<file path="config.mk">
export PLATFORM = sky130hd
export DESIGN_NAME = wb_fft_top
export DESIGN_NICKNAME = d
export VERILOG_FILES = /design/src/source/wb_bus_pkg.sv /design/src/source/dsp_pkg.sv /design/src/source/wb_stream_ctrl.sv /design/src/source/fft_butterfly.sv /design/src/source/wb_data_regs.sv /design/src/source/wb_fft_top.sv
export VERILOG_INCLUDE_DIRS = /design/src /design/src/include
export SDC_FILE = /design/constraint.sdc
export NUM_CORES = 1
export LEC_CHECK = 0
export BUFFER_PORTS_ARGS = -buffer_cell sky130_fd_sc_hd__buf_2
export CORE_ASPECT_RATIO = 0.7
export CORE_MARGIN = 3
export CORE_UTILIZATION = 50
export CTS_CLUSTER_SIZE = 8
export DETAILED_ROUTE_END_ITERATION = 6
export GPL_ROUTABILITY_DRIVEN = 0
export HOLD_SLACK_MARGIN = 0.05
export PLACE_DENSITY = 0.72
export SYNTH_ARGS = -nofsm -noshare
export SYNTH_HDL_FRONTEND = slang
export SYNTH_HIERARCHICAL = 1
export SYNTH_SLANG_ARGS = --single-unit
</file>
<file path="constraint.sdc">
create_clock -name clk -period 3.6 [get_ports clk]
set_clock_uncertainty 0.05 [all_clocks]
set_input_delay 0.72 -clock clk [delete_from_list [all_inputs] [get_ports clk]]
set_output_delay 0.72 -clock clk [all_outputs]
set_load 0.005 [all_outputs]
</file>
<file path="src/include/wb_consts.svh">
//----------------------------------------
// Address map and widths of the Wishbone front end
// Only two word addresses are decoded, no byte lanes
//----------------------------------------
`ifndef WB_CONSTS_SVH
`define WB_CONSTS_SVH

// Address map
`define WB_BASE_ADDR   32'h3000_0000               // Loopback register
`define WB_STREAM_ADDR (`WB_BASE_ADDR + 32'd4)     // Accelerator port

//----------------------------------------
// Bus widths
//----------------------------------------
`define WB_DATA_W 32
`define WB_ADDR_W 32
`define WB_SEL_W  4

//----------------------------------------
// Sample format
//----------------------------------------
// Two signed samples share one bus word
`define SAMPLE_W 16

`endif

</file>
<file path="src/source/wb_bus_pkg.sv">
//----------------------------------------
// Bus-side types of the Wishbone adapter
//----------------------------------------
`default_nettype none

`include "wb_consts.svh"

package wb_bus_pkg;

  // Bus vectors
  typedef logic [`WB_DATA_W-1:0] wb_data_t;
  typedef logic [`WB_ADDR_W-1:0] wb_addr_t;
  typedef logic [`WB_SEL_W-1:0]  wb_sel_t;   // Accepted, not decoded

  //----------------------------------------
  // Adapter state machine
  //----------------------------------------
  // LOOP holds until the loopback read, DONE until the result read
  typedef enum logic [1:0] {
    IDLE = 2'd0,
    BUSY = 2'd1,   // Word in the butterfly
    DONE = 2'd2,   // Result waiting for a read
    LOOP = 2'd3    // Loopback value waiting for a read
  } adapter_state_e;

endpackage

`default_nettype wire

</file>
<file path="src/source/dsp_pkg.sv">
//----------------------------------------
// Sample-side types of the butterfly datapath
// A pair is one bus word, a in the upper half
//----------------------------------------
`default_nettype none

`include "wb_consts.svh"

package dsp_pkg;

  // One signed sample
  typedef logic signed [`SAMPLE_W-1:0] sample_t;

  // Sum or difference of two samples, one bit wider
  typedef logic signed [`SAMPLE_W:0] sample_wide_t;

  // Packed pair, a in [31:16], b in [15:0]
  typedef logic [2*`SAMPLE_W-1:0] sample_pair_t;

endpackage

`default_nettype wire

</file>
<file path="src/source/wb_stream_ctrl.sv">
//----------------------------------------
// Address decode and adapter FSM, combinational ack
// Requests that do not fit the state are never acked
//----------------------------------------
`timescale 1ns/1ns
`default_nettype none

`include "wb_consts.svh"

module wb_stream_ctrl (
  input  logic                 clk,
  input  logic                 reset,
  input  logic                 wbs_stb_i,
  input  logic                 wbs_cyc_i,
  input  logic                 wbs_we_i,
  input  wb_bus_pkg::wb_addr_t wbs_adr_i,
  input  logic                 result_val_i,
  output logic                 stream_val_o,
  output logic                 loop_we_o,
  output logic                 rd_sel_loop_o,
  output logic                 wbs_ack_o
);

  logic req;
  logic hit_loop;
  logic hit_stream;
  logic wr_loop;
  logic rd_loop;
  logic wr_stream;
  logic rd_stream;

  wb_bus_pkg::adapter_state_e state;
  wb_bus_pkg::adapter_state_e next_state;

  //----------------------------------------
  // Request decode
  //----------------------------------------
  assign req        = wbs_stb_i && wbs_cyc_i;
  assign hit_loop   = (wbs_adr_i == wb_bus_pkg::wb_addr_t'(`WB_BASE_ADDR));
  assign hit_stream = (wbs_adr_i == wb_bus_pkg::wb_addr_t'(`WB_STREAM_ADDR));

  assign wr_loop   = req &&  wbs_we_i && hit_loop;
  assign rd_loop   = req && !wbs_we_i && hit_loop;
  assign wr_stream = req &&  wbs_we_i && hit_stream;
  assign rd_stream = req && !wbs_we_i && hit_stream;

  //----------------------------------------
  // State register
  //----------------------------------------
  always_ff @(posedge clk) begin
    if (reset) begin
      state <= wb_bus_pkg::IDLE;
    end else begin
      state <= next_state;
    end
  end

  // Next state and strobes
  always_comb begin
    next_state    = state;
    stream_val_o  = 1'b0;
    loop_we_o     = 1'b0;
    rd_sel_loop_o = 1'b0;
    wbs_ack_o     = 1'b0;
    case (state)
      wb_bus_pkg::IDLE: begin
        if (wr_stream) begin
          stream_val_o = 1'b1;             // Ack waits for the result
          next_state   = wb_bus_pkg::BUSY;
        end else if (wr_loop) begin
          loop_we_o  = 1'b1;
          wbs_ack_o  = 1'b1;
          next_state = wb_bus_pkg::LOOP;
        end
      end
      wb_bus_pkg::BUSY: begin
        // Master still holds the stream write here
        if (result_val_i) begin
          wbs_ack_o  = 1'b1;
          next_state = wb_bus_pkg::DONE;
        end
      end
      wb_bus_pkg::DONE: begin
        if (rd_stream) begin
          wbs_ack_o  = 1'b1;               // Result register on the bus
          next_state = wb_bus_pkg::IDLE;
        end
      end
      wb_bus_pkg::LOOP: begin
        if (rd_loop) begin
          rd_sel_loop_o = 1'b1;
          wbs_ack_o     = 1'b1;
          next_state    = wb_bus_pkg::IDLE;
        end
      end
      default: begin
        next_state = wb_bus_pkg::IDLE;
      end
    endcase
  end

  //----------------------------------------
  // Checks
  //----------------------------------------
  // A new word enters the butterfly only from IDLE
  a_stream_val_idle: assert property (@(posedge clk) disable iff (reset)
    stream_val_o |-> (state == wb_bus_pkg::IDLE));

  // The BUSY ack relies on the master holding its request
  a_ack_needs_req: assert property (@(posedge clk) disable iff (reset)
    wbs_ack_o |-> (wbs_stb_i && wbs_cyc_i));

  // The butterfly answers only the word this FSM sent
  a_result_in_busy: assert property (@(posedge clk) disable iff (reset)
    result_val_i |-> (state == wb_bus_pkg::BUSY));

endmodule

`default_nettype wire

</file>
<file path="src/source/fft_butterfly.sv">
//----------------------------------------
// Radix-2 butterfly, two pipeline stages, 2 cycle latency
// Outputs (a+b)>>>1 and (a-b)>>>1, truncated toward -inf
//----------------------------------------
`timescale 1ns/1ns
`default_nettype none

`include "wb_consts.svh"

module fft_butterfly (
  input  logic                 clk,
  input  logic                 reset,
  input  logic                 in_val_i,
  input  dsp_pkg::sample_pair_t in_data_i,
  output logic                 out_val_o,
  output dsp_pkg::sample_pair_t out_data_o
);

  dsp_pkg::sample_t      a;
  dsp_pkg::sample_t      b;
  dsp_pkg::sample_wide_t sum_d;
  dsp_pkg::sample_wide_t diff_d;

  // Stage one registers
  logic                  s1_val;
  dsp_pkg::sample_wide_t s1_sum;
  dsp_pkg::sample_wide_t s1_diff;

  // Halved results
  dsp_pkg::sample_wide_t sum_half;
  dsp_pkg::sample_wide_t diff_half;

  //----------------------------------------
  // Stage one, widened add and subtract
  //----------------------------------------
  assign a = dsp_pkg::sample_t'(in_data_i[2*`SAMPLE_W-1:`SAMPLE_W]);
  assign b = dsp_pkg::sample_t'(in_data_i[`SAMPLE_W-1:0]);

  // One extra bit so neither result wraps
  assign sum_d  = dsp_pkg::sample_wide_t'(a) + dsp_pkg::sample_wide_t'(b);
  assign diff_d = dsp_pkg::sample_wide_t'(a) - dsp_pkg::sample_wide_t'(b);

  always_ff @(posedge clk) begin
    if (reset) begin
      s1_val <= 1'b0;
    end else begin
      s1_val <= in_val_i;
    end
  end

  always_ff @(posedge clk) begin
    s1_sum  <= sum_d;
    s1_diff <= diff_d;
  end

  //----------------------------------------
  // Stage two, halve and pack
  //----------------------------------------
  assign sum_half  = s1_sum >>> 1;    // Fits back into SAMPLE_W bits
  assign diff_half = s1_diff >>> 1;

  always_ff @(posedge clk) begin
    if (reset) begin
      out_val_o <= 1'b0;
    end else begin
      out_val_o <= s1_val;
    end
  end

  always_ff @(posedge clk) begin
    out_data_o <= {sum_half[`SAMPLE_W-1:0], diff_half[`SAMPLE_W-1:0]};
  end

  // Fixed latency, one word per cycle
  a_latency_two: assert property (@(posedge clk) disable iff (reset)
    in_val_i |-> ##2 out_val_o);

endmodule

`default_nettype wire

</file>
<file path="src/source/wb_data_regs.sv">
//----------------------------------------
// Loopback and result registers, read data mux
// Byte select is not applied, writes are full words
//----------------------------------------
`timescale 1ns/1ns
`default_nettype none

module wb_data_regs (
  input  logic                  clk,
  input  logic                  reset,
  input  wb_bus_pkg::wb_data_t  wr_data_i,
  input  logic                  loop_we_i,
  input  logic                  result_val_i,
  input  dsp_pkg::sample_pair_t result_data_i,
  input  logic                  rd_sel_loop_i,
  output wb_bus_pkg::wb_data_t  rd_data_o
);

  wb_bus_pkg::wb_data_t loop_q;
  wb_bus_pkg::wb_data_t result_q;

  //----------------------------------------
  // Storage
  //----------------------------------------
  always_ff @(posedge clk) begin
    if (reset) begin
      loop_q <= '0;
    end else if (loop_we_i) begin
      loop_q <= wr_data_i;
    end
  end

  // Result held until the next stream word completes
  always_ff @(posedge clk) begin
    if (reset) begin
      result_q <= '0;
    end else if (result_val_i) begin
      result_q <= wb_bus_pkg::wb_data_t'(result_data_i);
    end
  end

  // Read mux
  assign rd_data_o = rd_sel_loop_i ? loop_q : result_q;

  // Loopback writes only happen in IDLE, results only in BUSY
  a_no_dual_write: assert property (@(posedge clk) disable iff (reset)
    !(loop_we_i && result_val_i));

endmodule

`default_nettype wire

</file>
<file path="src/source/wb_fft_top.sv">
//----------------------------------------
// Wishbone slave with loopback and butterfly port
// wbs_sel_i is accepted but not decoded
//----------------------------------------
`timescale 1ns/1ns
`default_nettype none

module wb_fft_top (
  input  logic                 clk,
  input  logic                 reset,
  input  logic                 wbs_stb_i,
  input  logic                 wbs_cyc_i,
  input  logic                 wbs_we_i,
  input  wb_bus_pkg::wb_sel_t  wbs_sel_i,   // Ignored, full words only
  input  wb_bus_pkg::wb_data_t wbs_dat_i,
  input  wb_bus_pkg::wb_addr_t wbs_adr_i,
  output logic                 wbs_ack_o,
  output wb_bus_pkg::wb_data_t wbs_dat_o
);

  logic                  stream_val;
  logic                  loop_we;
  logic                  rd_sel_loop;
  logic                  result_val;
  dsp_pkg::sample_pair_t result_data;

  wb_stream_ctrl u_ctrl (
    .clk           (clk),
    .reset         (reset),
    .wbs_stb_i     (wbs_stb_i),
    .wbs_cyc_i     (wbs_cyc_i),
    .wbs_we_i      (wbs_we_i),
    .wbs_adr_i     (wbs_adr_i),
    .result_val_i  (result_val),
    .stream_val_o  (stream_val),
    .loop_we_o     (loop_we),
    .rd_sel_loop_o (rd_sel_loop),
    .wbs_ack_o     (wbs_ack_o)
  );

  // Write data goes straight in as the sample pair
  fft_butterfly u_bfly (
    .clk        (clk),
    .reset      (reset),
    .in_val_i   (stream_val),
    .in_data_i  (wbs_dat_i),
    .out_val_o  (result_val),
    .out_data_o (result_data)
  );

  wb_data_regs u_regs (
    .clk           (clk),
    .reset         (reset),
    .wr_data_i     (wbs_dat_i),
    .loop_we_i     (loop_we),
    .result_val_i  (result_val),
    .result_data_i (result_data),
    .rd_sel_loop_i (rd_sel_loop),
    .rd_data_o     (wbs_dat_o)
  );

endmodule

`default_nettype wire

</file>
### After elaboration in Yosys (flattened, before gate mapping)

Index checks and enable logic that the tools add are counted.

* $add $sub $neg: 2
* eq/ne operators: 9
* muxes and demuxes: 16
* bitwise gates (word level): 1
* reduce and logical (&&, ||, !) cells: 11

Operators by type and width (count)
* 32-bit by 30-bit equality test with 1-bit output, second input constant: 2
* 32-bit two-way mux: 1
* 16-bit by 16-bit adder with 17-bit output: 1
* 16-bit by 16-bit subtractor with 17-bit output: 1
* 2-bit two-way mux: 5
* 1-bit two-way mux: 8
* 2-bit case mux with 4 select lines: 1
* 1-bit logical AND: 7
* 2-bit by 1-bit != test with 1-bit output, second input constant: 3
* 2-bit equality test, second input constant: 2
* 1-bit case mux with 4 select lines: 1
* 4-bit AND reduction: 1
* 3-bit by 1-bit != test with 1-bit output, second input constant: 1
* 2-bit by 1-bit equality test with 1-bit output, second input constant: 1
* 2-bit zero test: 1
* 2-bit OR reduction: 1
* 1-bit zero test: 1
* 1-bit NOT: 1

* register bits: 134
* output and inout bits: 33
* word-level logic and storage cells: 47

### Logic depth before layout (Yosys ltp)

Gate-level depths: netlist of the first run.

* depth after elaboration: 6
* depth in mapped cells: 8
* gate-level depth less buffers: 8

### Modules after synthesis

Netlist of the first run, hierarchy kept.

By module, submodules not included
* fft_butterfly: instances 1, cells each 347, area an instance 3241.9 um2, sequential area each 1321.3 um2
* wb_data_regs: instances 1, cells each 243, area an instance 2819.0 um2, sequential area each 1281.2 um2
* wb_stream_ctrl: instances 1, cells each 44, area an instance 346.6 um2, sequential area each 40.0 um2

### Worst setup path after synthesis of the first run

Ideal clock, no wire load.

* path kind: input port to output port
* from: input port wbs_adr_i[1]
* to: output port wbs_dat_o[0]
* data arrival time: 2.329 ns
* data required time: 2.830 ns
* path slack: 0.501 ns
* stages: 7
* buffers on the path: 2
* cell sequence: nor4_1 -> nand3_1 -> or3_1 -> nor3_1 -> buf_6 -> buf_12 -> mux2_4

* cells in the longest elaborated chain, start to end: 5

RTL lines
* start: declaration: RTL line wb_fft_top.sv:16 `input wb_bus_pkg::wb_addr_t wbs_adr_i,`
* 32-bit by 30-bit equality test with 1-bit output: RTL line wb_stream_ctrl.sv:39 `` assign hit_loop = (wbs_adr_i == wb_bus_pkg::wb_addr_t'(`WB_BASE_ADDR)); ``
* 1-bit logical AND: RTL line wb_stream_ctrl.sv:43 `assign rd_loop = req && !wbs_we_i && hit_loop;`
* 1-bit two-way mux: RTL line wb_stream_ctrl.sv:90 `if (rd_loop) begin`
* 1-bit two-way mux: RTL line wb_stream_ctrl.sv:65 `case (state)`
* net rd_sel_loop: RTL line wb_fft_top.sv:23 `logic rd_sel_loop;`
* 32-bit two-way mux: RTL line wb_data_regs.sv:43 `assign rd_data_o = rd_sel_loop_i ? loop_q : result_q;`
* end: declaration: RTL line wb_fft_top.sv:18 `output wb_bus_pkg::wb_data_t wbs_dat_o`

The timed path passes the listed nets, and every way through them passes these cells.

### Final worst setup path of the first run

* from: input port wbs_adr_i[1]
* to: output port wbs_dat_o[29]

The elaborated chain is that of the path after synthesis.

==> key figures, run 1 <==
Drt
  • Initial drt markers: 550
  • WL final: 14.8 mm
  • TritonRoute pass-1 iters: 6
  • Routed wire length per instance: 16.6 µm
  • Via density: 5.52
  • DRC errors left: 0
  • Via Count: 4918
  • DRT antenna net count: 0

Power and ir drop
  • Pleak: around 0.0031 µW
  • Worst IR drop on VDD: 361 µV
  • Power Total: 3770 µW
  • PwrDens: 502 nW/µm²

Setup path
  • Worst Path Buf+Inv: 3
  • Critical path's largest stage delay: 0.46 ns
  • Cells on worst reg2reg path: 5
  • Slowest-stage cell, CP: or3_1
  • CP endpoint kind: primary output
  • R2R Setup Slk: 1.62 ns
  • Startpoint Class: primary input
  • Most used cell, CP: buf_2
  • Worst Path Class, Setup: primary input to primary output
  • Crit path max-delay family: simple AND/OR/NAND/NOR gates
  • FF-to-FF Start: u_ctrl/state[0]
  • R2r endpoint: u_regs/loop_q[12]
  • CP max FO: 32
  • CP Cell Sequence: buf_2 > nor4_1 > nand3_1 > or3_1 > nor3_2 > buf_12 > mux2_2 > buf_2
  • Arrival time at the worst endpoint: ~2.7 ns
  • Crit path required time: 2.83 ns

Synth
  • Ranking of synthesized cells by area: dfxtp_1 (41%), mux2i_1 (10%), mux2_4 (7.0%)
  • Commonest cells in the netlist: dfxtp_1 (132), nor2_1 (90), mux2i_1 (66), inv_1 (34)
  • Mean Syn Cell Area: 10.1 µm²
  • Post-Syn Area: 6410 µm²
  • Top-count cell post-synth: dfxtp_1
  • Synth top area share: 0.412
  • Syn_nets: 739
  • Synth cell types: 67
  • Register bit total from synthesis: 132
  • Largest area contributor in the netlist: dfxtp_1
  • Top_reg_cell synth: dfxtp_1
  • Seq/Total Area, Yosys: 0.412
  • Ys async rst share: 0
  • Post-synth EDFFs: 0
  • Cells after synthesis: 634
  • Synth Warn #: 6

Floorplanning
  • Initial core utilization: 0.530
  • Core area: about 12000 µm²
  • Die Ht: 101 µm
  • Io pins: 106
  • Die W: 141 µm
  • Die area: 14200 µm²
  • Standard-cell rows: 33

Final layout
  • Fillers: 994
  • # diodes: 0
  • Share of cells above drive strength 1: 0.253
  • Reg area: 2640 µm²
  • P&R area growth vs syn: 17.1%
  • # nets final: between 800 and 900
  • Multi-input logic area: around 3400 µm²

Global routing
  • Initial antenna violation count: 0
  • Grt total ovfl: 0
  • Largest net degree at the start of global routing: 40
  • First-pass GRT wire length: 24.2 mm
  • Vias in the first global route: roughly 4800
  • GRT Total Usage: 0.214

Place
  • Number of I/O port buffers: 101
  • DP Worst Slack: 0.142 ns
  • Post-DP HPWL: approximately 11 mm

Timing
  • Final hold viol count: 0
  • Slew Limit Fails: 0
  • Final setup viols: 0
  • Worst Hold Slack: 0.272 ns
  • Tcrit/Tclk final: 0.971
  • Setup ws final: approximately 0.1 ns
  • Worst slew pin tran: 0.600 ns
  • Setup tns final: 0 ns
  • RSZ-0062 raised after global routing: false
  • Minimum clock period after layout: about 3.5 ns
  • F_max: 0.286 GHz
  • Max transition margin: 0.600

Clock network
  • Clock latency on the worst-skew pair: 0.40 ns
  • CTS buffer count: 17
  • Clock Tree Buf Depth: 2
  • Setup bufs post-CTS: 0
  • Root buffer cell: clkbuf_16
  • CTS tree: built
  • Hold-fix buffers at CTS: 0
  • H-tree depth: 4
  • Clk sinks: 132
  • Post_cts resized: 0
  • Clock-pin slew on the worst setup and hold paths: 0.05 ns

Min path
  • Hold WC Path Type: register to register
  • Worst hold path depth: 0
  • Worst Hold Endpoint: u_bfly/out_data_o[12]
  • Worst Min Path Start: u_bfly/s1_diff[13]

Status
  • Outcome: completed

Flow run
  • Number of max-cap violations: 0
[per-stage QoR]
step	instances	cell area, µm²	utilization
after floorplan	634	6410	-
after global placement	860	6910	0.571
after detailed placement	860	6910	0.571
after CTS	891	7500	0.620
after global routing	891	7500	0.620
final	891	7500	0.620
[worst max-delay path by stage]
stage	start	end	slack [ns]	cells past startpoint
3_3_place_gp	wbs_adr_i[1]	wbs_dat_o[29]	0.14	8
5_1_grt	wbs_adr_i[20]	wbs_dat_o[29]	0.01	8
3_5_place_dp	wbs_adr_i[1]	wbs_dat_o[29]	0.14	8
2_1_floorplan	wbs_adr_i[1]	wbs_dat_o[0]	0.50	7
6_report	wbs_adr_i[1]	wbs_dat_o[29]	0.10	8
4_1_cts	wbs_adr_i[1]	wbs_dat_o[29]	0.14	8
[cells in the final DEF, fill, tap and decap left out, drive strengths merged, types with 6 or more instances in the layout]
cell	n
mux2	32
a211oi	8
nor4	14
nand2	18
inv	34
o21ai	14
dfxtp	132
nor2b	10
mux2i	66
clkbuf	23
nand4	6
nand2b	9
nand3	6
a21oi	18
buf	106
nor3	15
a21o	8
xnor2	16
xor2	6
nor2	90
ha	30
[registers in the layout, summed over array words and instances (netlist names)]
signal / cells
u_regs/loop_q: 32
u_bfly/out_val_o: 1
u_ctrl/state: 2
u_regs/result_q: 32
u_bfly/out_data_o: 32
u_bfly/s1_diff: 16
u_bfly/s1_sum: 16
u_bfly/s1_val: 1
[kinds of logic after synthesis]
| kind of cell | synth area share |
|---|---|
| multiplexers | 0.177 |
| adder cells (fa/ha/maj) | 0.0648 |
| XOR/XNOR | 0.0301 |
| flip-flops | 0.412 |
| buffers and inverters | 0.0623 |
| AO/OA/AOI/OAI | 0.102 |
| AND/OR/NAND/NOR | 0.151 |
[per-layer routing]
layer	wire length (µm)	global-route usage
met2	6580	0.333
met5	0	0
met4	246	0.0715
met1	6940	0.294
met3	1040	0.0517
[final cells by class]
cell class,count,area share
well taps,157,0.0262
clock buffers,23,0.0651
multi-input cells,431,0.450
inverters,34,0.0170
flip-flops and latches,132,0.352
repair buffers,106,0.0757
clock inverters,8,0.0133
[report_power, final]
group | leakage (µW) | switching [µW] | internal [µW] | total (µW)
Clock | 0.000277 | 590 | 1090 | 1680
Combinational | 0.00178 | 263 | 172 | 436
Sequential | 0.00109 | 38.2 | 1620 | 1660
Total | 0.00314 | 891 | 2880 | 3770
(Power assumes the default switching activity.)
==> inputs of run 2 (changes only) <==
Settings changed: CTS_BUF_LIST from default to sky130_fd_sc_hd__clkbuf_8, SETUP_SLACK_MARGIN from default to 0.15.
==> key figures, run 2 (synthesized netlist as in run 1, its figures left out) <==
Min path
  • Worst Hold Endpoint: u_bfly/out_data_o[12]
  • Hold WC Path Type: register to register
  • Worst Min Path Start: u_bfly/s1_diff[13]
  • Worst hold path depth: 0 (unchanged)

Place
  • Number of I/O port buffers: 101 (unchanged)
  • Post-DP HPWL: 10.6 mm (unchanged)
  • DP Cell Count: 860 (unchanged)

Timing
  • RSZ-0062 raised after global routing: false
  • Tcrit/Tclk final: 0.943 (-0.0287)
  • Max transition margin: 0.595 (-0.00508)
  • Minimum clock period after layout: 3.39 ns (-0.103 ns)
  • Final setup viols: 0 (unchanged)
  • F_max: 0.295 GHz (+3.0%)
  • Worst slew pin tran: 0.607 ns (+0.00762 ns)
  • Final hold viol count: 0 (unchanged)
  • Setup tns final: 0 ns (unchanged)
  • Slew Limit Fails: 0 (unchanged)

Drt
  • Via density: 5.61 (+1.7%)
  • DRC errors left: 0 (unchanged)
  • Initial drt markers: 543 (-1.3%)
  • WL final: 15.8 mm (+6.7%)
  • DRT antenna net count: 0 (unchanged)
  • Via Count: 5040 (+2.5%)
  • TritonRoute pass-1 iters: 6 (unchanged)
  • Routed wire length per instance: 17.6 µm (+5.9%)

Status
  • Outcome: completed

Setup path
  • Arrival time at the worst endpoint: 2.62 ns (-0.11 ns)
  • Crit path max-delay family: simple AND/OR/NAND/NOR gates
  • Crit path required time: 2.83 ns (about the same)
  • Cells on worst reg2reg path: 5 (unchanged)
  • FF-to-FF Start: u_ctrl/state[0]
  • Critical path's largest stage delay: 0.42 ns (-0.04 ns)
  • Worst Path Buf+Inv: 4 (+1)
  • R2R Setup Slk: 1.62 ns (about the same)
  • Most used cell, CP: buf_2
  • Startpoint Class: primary input
  • Slowest-stage cell, CP: or3_4
  • CP Cell Sequence: buf_2 > nor4_4 > nand2_1 > or3_4 > nor3_4 > buf_6 > clkbuf_16 > mux2_4 > buf_2
  • CP endpoint kind: primary output
  • CP max FO: 8 (-75%)
  • Worst Path Class, Setup: primary input to primary output
  • R2r endpoint: u_regs/loop_q[24]

Clock network
  • Clock Tree Buf Depth: 2 (unchanged)
  • Clk sinks: 132 (unchanged)
  • CTS tree: built
  • H-tree depth: 4 (unchanged)
  • Clock latency on the worst-skew pair: 0.43 ns (+0.03 ns)
  • Root buffer cell: clkbuf_8
  • Clock-pin slew on the worst setup and hold paths: 0.07 ns (+0.02 ns)
  • CTS buffer count: 17 (unchanged)

Floorplanning
  • Core area: 12100 µm² (unchanged)
  • Die Ht: 101 µm (unchanged)
  • Standard-cell rows: 33 (unchanged)
  • Io pins: 106 (unchanged)
  • Die area: 14200 µm² (unchanged)
  • Initial core utilization: 0.530 (unchanged)
  • Die W: 141 µm (unchanged)

Flow run
  • Number of max-cap violations: 0 (unchanged)

Final layout
  • Largest regs: u_bfly/out_data_o x32, u_regs/loop_q x32, u_regs/result_q x32
  • # diodes: 0 (unchanged)
  • Final Non-Filler Cells: 898 (+0.79%)
  • Multi-input logic area: 3420 µm² (+1.3%)
  • Most common cell after layout, fill and taps aside: dfxtp_1
  • P&R area growth vs syn: 16.8%
  • Share of cells above drive strength 1: 0.262 (+0.00840)
  • Reg area: 2640 µm² (unchanged)
  • Most frequent cells in the layout: dfxtp_1 (131), buf_2 (99), nor2_1 (90)
  • # nets final: 834 (+0.85%)
  • Fillers: 1005 (+1.1%)
  • Final core occ: 0.618 (-0.00155)

Global routing
  • Vias in the first global route: 4816 (+0.042%)
  • Largest net degree at the start of global routing: 40 (unchanged)
  • Initial antenna violation count: 0 (unchanged)
  • First-pass GRT wire length: 24.4 mm (+1.0%)
  • Grt total ovfl: 0 (unchanged)
  • GRT Total Usage: 0.216 (+0.00244)

Power and ir drop
  • Pleak: 0.00314 µW (about the same)
  • PwrDens: 443 nW/µm² (-12%)
  • Worst IR drop on VDD: 284 µV (-21%)
==> run 2: changes by cell type in the layout (fill, tap and decap cells not counted), sizes merged <==
cell,before,now
buf,106,111
inv,34,36
==> run 2: how the worst max path moves through the flow <==
stage               cells past startpoint             to          start  slack [ns]
CTS                                     9  wbs_dat_o[29]   wbs_adr_i[1]        0.15
global route                            9   wbs_dat_o[1]  wbs_adr_i[25]        0.11
finish                                  9  wbs_dat_o[12]  wbs_adr_i[25]        0.21
global placement                        8  wbs_dat_o[29]   wbs_adr_i[1]        0.14
detailed placement                      8  wbs_dat_o[29]   wbs_adr_i[1]        0.14
floorplan                               7   wbs_dat_o[0]   wbs_adr_i[1]        0.50
==> run 2: where the power goes <==
part	total [µW]	switching, µW	internal (µW)
clock	1220	540	677
sequential	1650	38.0	1620
combinational	444	269	174
total	3310	847	2470
==> run 2: layout make-up <==
cell class	instances	area share
tap	157	0.0263
sequential	132	0.353
clock buffer	21	0.0386
timing repair buffer	113	0.0930
clock inverter	10	0.0144
multi-input combinational	431	0.457
inverter	34	0.0171
==> run 2: metal layers <==
| metal | share of wire | GRT usage | up-vias |
|---|---|---|---|
| li1 | - | - | 2415 |
| met1 | 0.46 | 0.300 | 2379 |
| met2 | 0.45 | 0.335 | 220 |
| met3 | 0.076 | 0.0541 | 26 |
| met4 | 0.012 | 0.0640 | 0 |
| met5 | 0 | 0 | - |
==> run 2: repair_timing <==
item	CTS	global route
resized for setup	2	10
pin swaps	0	4
buffers inserted	1	3
setup endpoints to repair	2	32
hold buffers	0	0
gates cloned	1	2
==> run 2: per-stage QoR <==
| stage | hold slack, ns | power [µW] | instance area (µm²) | worst slack, ns |
|---|---|---|---|---|
| floorplan | 0.260 | 1960 | 6410 | 0.501 |
| finish | 0.275 | 3310 | 7480 | 0.206 |
| detailed placement | 0.262 | 2110 | 6910 | 0.142 |
| global route | 0.281 | 3460 | 7480 | 0.110 |
| CTS | 0.277 | 3320 | 7360 | 0.146 |
| global placement | 0.262 | 2090 | 6910 | 0.140 |
==> inputs of run 3 (changes only) <==
Settings changed: RECOVER_POWER from default to 25.
==> key figures, run 3 (synthesized netlist as in run 1, its figures left out) <==
Global routing
  • Grt total ovfl: 0 (unchanged)
  • Initial antenna violation count: 0 (unchanged)
  • GRT Total Usage: 0.216 (unchanged)
  • First-pass GRT wire length: 24.4 mm (unchanged)
  • Largest net degree at the start of global routing: 40 (unchanged)
  • Vias in the first global route: 4816 (unchanged)

Final layout
  • Share of cells above drive strength 1: 0.258 (-0.00405)
  • Largest regs: u_bfly/out_data_o x32, u_regs/loop_q x32, u_regs/result_q x32
  • P&R area growth vs syn: 16.7% (about the same)
  • Final Non-Filler Cells: 898 (unchanged)
  • # nets final: 834 (unchanged)
  • # diodes: 0 (unchanged)
  • Most common cell after layout, fill and taps aside: dfxtp_1
  • Most frequent cells in the layout: dfxtp_1 (132), buf_2 (98), nor2_1 (90)

Floorplanning
  • Die area: 14200 µm² (unchanged)
  • Initial core utilization: 0.530 (unchanged)
  • Die W: 141 µm (unchanged)
  • Standard-cell rows: 33 (unchanged)
  • Io pins: 106 (unchanged)
  • Core area: 12100 µm² (unchanged)
  • Die Ht: 101 µm (unchanged)

Flow run
  • Number of max-cap violations: 1 (+1)

Clock network
  • H-tree depth: 4 (unchanged)
  • CTS buffer count: 17 (unchanged)
  • Clock-pin slew on the worst setup and hold paths: 0.07 ns (about the same)
  • CTS tree: built
  • Clock latency on the worst-skew pair: 0.43 ns (about the same)
  • Root buffer cell: clkbuf_8
  • Clock Tree Buf Depth: 2 (unchanged)
  • Clk sinks: 132 (unchanged)
  • Hold-fix buffers at CTS: 0 (unchanged)

Timing
  • Setup ws final: 0.205 ns (-0.00129 ns)
  • Setup tns final: 0 ns (unchanged)
  • RSZ-0062 raised after global routing: false
  • Final hold viol count: 0 (unchanged)
  • Max transition margin: -0.654 (-1.25)
  • Minimum clock period after layout: 3.40 ns (+0.00128 ns)
  • Tcrit/Tclk final: 0.943 (about the same)
  • Worst slew pin tran: 2.48 ns (+1.87 ns)
  • F_max: 0.295 GHz (about the same)
  • Slew Limit Fails: 34 (+34)
  • Final setup viols: 0 (unchanged)

Drt
  • Via density: 5.61 (about the same)
  • Initial drt markers: 546 (+0.55%)
  • DRT antenna net count: 0 (unchanged)
  • TritonRoute pass-1 iters: 7 (+1)
  • Via Count: 5042 (+0.040%)
  • Routed wire length per instance: 17.6 µm (+0.18%)
  • DRC errors left: 0 (unchanged)
  • WL final: 15.8 mm (+0.18%)

Place
  • DP Worst Slack: 0.142 ns (unchanged)
  • DP Cell Count: 860 (unchanged)
  • Post-DP HPWL: 10.6 mm (unchanged)
  • Number of I/O port buffers: 101 (unchanged)

Power and ir drop
  • Pleak: 0.00314 µW (-0.24%)
  • Sequential Power Share: 0.499 (about the same)
  • Gate power share: 0.134 (about the same)
  • Clock Power Share: 0.367 (about the same)
  • PwrDens: 443 nW/µm² (+0.11%)
  • Switch share: 0.256 (about the same)
  • Sw Pwr: 848 µW (+0.13%)
  • Power Total: 3320 µW (about the same)
  • Pint: 2470 µW (about the same)
  • Worst IR drop on VDD: 283 µV (about the same)

Setup path
  • Worst Path Class, Setup: primary input to primary output
  • Crit path required time: 2.83 ns (about the same)
  • Startpoint Class: primary input
  • CP endpoint kind: primary output
  • Arrival time at the worst endpoint: 2.63 ns (about the same)
  • CP max FO: 8 (unchanged)

Status
  • Outcome: complete, but fails checks
  • Failing checks: capacitance limit, slew limit

Min path
  • Hold WC Path Type: register to register
==> run 3: per-layer routing <==
layer	GRT usage	vias up	wire length [µm]
li1	-	2415	-
met1	0.300	2375	7270
met2	0.335	226	7160
met3	0.0541	26	1200
met4	0.0640	0	193
met5	0	-	0
==> run 3: worst max-delay path, cell delays in order <==
cell and delay, ns:
buf_2 0.11, nor4_4 0.28, nand2_1 0.08, or3_4 0.42, nor3_4 0.22, buf_6 0.17, clkbuf_16 0.19, mux2_4 0.31
buf_2 0.13
==> run 3: layout make-up <==
cell class                      instances  area [µm²]
Inverter                               34         128
Timing Repair Buffer                  113         691
Tap cell                              157         196
Fill cell                            1007        4620
Multi-Input combinational cell        431        3420
Clock buffer                           21         289
Sequential cell                       132        2640
Clock inverter                         10         108
==> run 3: final timing paths <==
| path | start | end | slack [ns] | cells after the start |
|---|---|---|---|---|
| max | wbs_adr_i[25] | wbs_dat_o[12] | 0.20 | 9 |
| min | u_bfly/s1_diff[13] | u_bfly/out_data_o[12] | 0.27 | 0 |
| max reg2reg | u_bfly/out_val_o | u_ctrl/state[1] | 0.81 | 3 |
| min reg2reg | u_bfly/s1_diff[13] | u_bfly/out_data_o[12] | 0.27 | 0 |
==> run 3: repair_timing <==
item / in CTS / in global routing
pin swaps: 0 / 4
setup buffers: 1 / 3
gates cloned: 1 / 2
resized for setup: 2 / 10
endpoints found under the setup margin: 2 / 32
==> run 3: power groups by stage <==
| stage | combinational (µW) | sequential (µW) | clock [µW] |
|---|---|---|---|
| after global routing | 479 | 1670 | 1310 |
| after floorplan | 293 | 1670 | 0 |
| after CTS | 425 | 1650 | 1240 |
| after global placement | 411 | 1680 | 0 |
| final | 444 | 1650 | 1220 |
| after detailed placement | 421 | 1690 | 0 |
==> run 3: stage by stage <==
step	hold slack (ns)	utilization	cell area [µm²]
2_1_floorplan	0.260	-	6410
3_3_place_gp	0.262	0.571	6910
3_5_place_dp	0.262	0.571	6910
4_1_cts	0.277	0.608	7360
5_1_grt	0.281	0.618	7480
6_report	0.275	0.618	7480
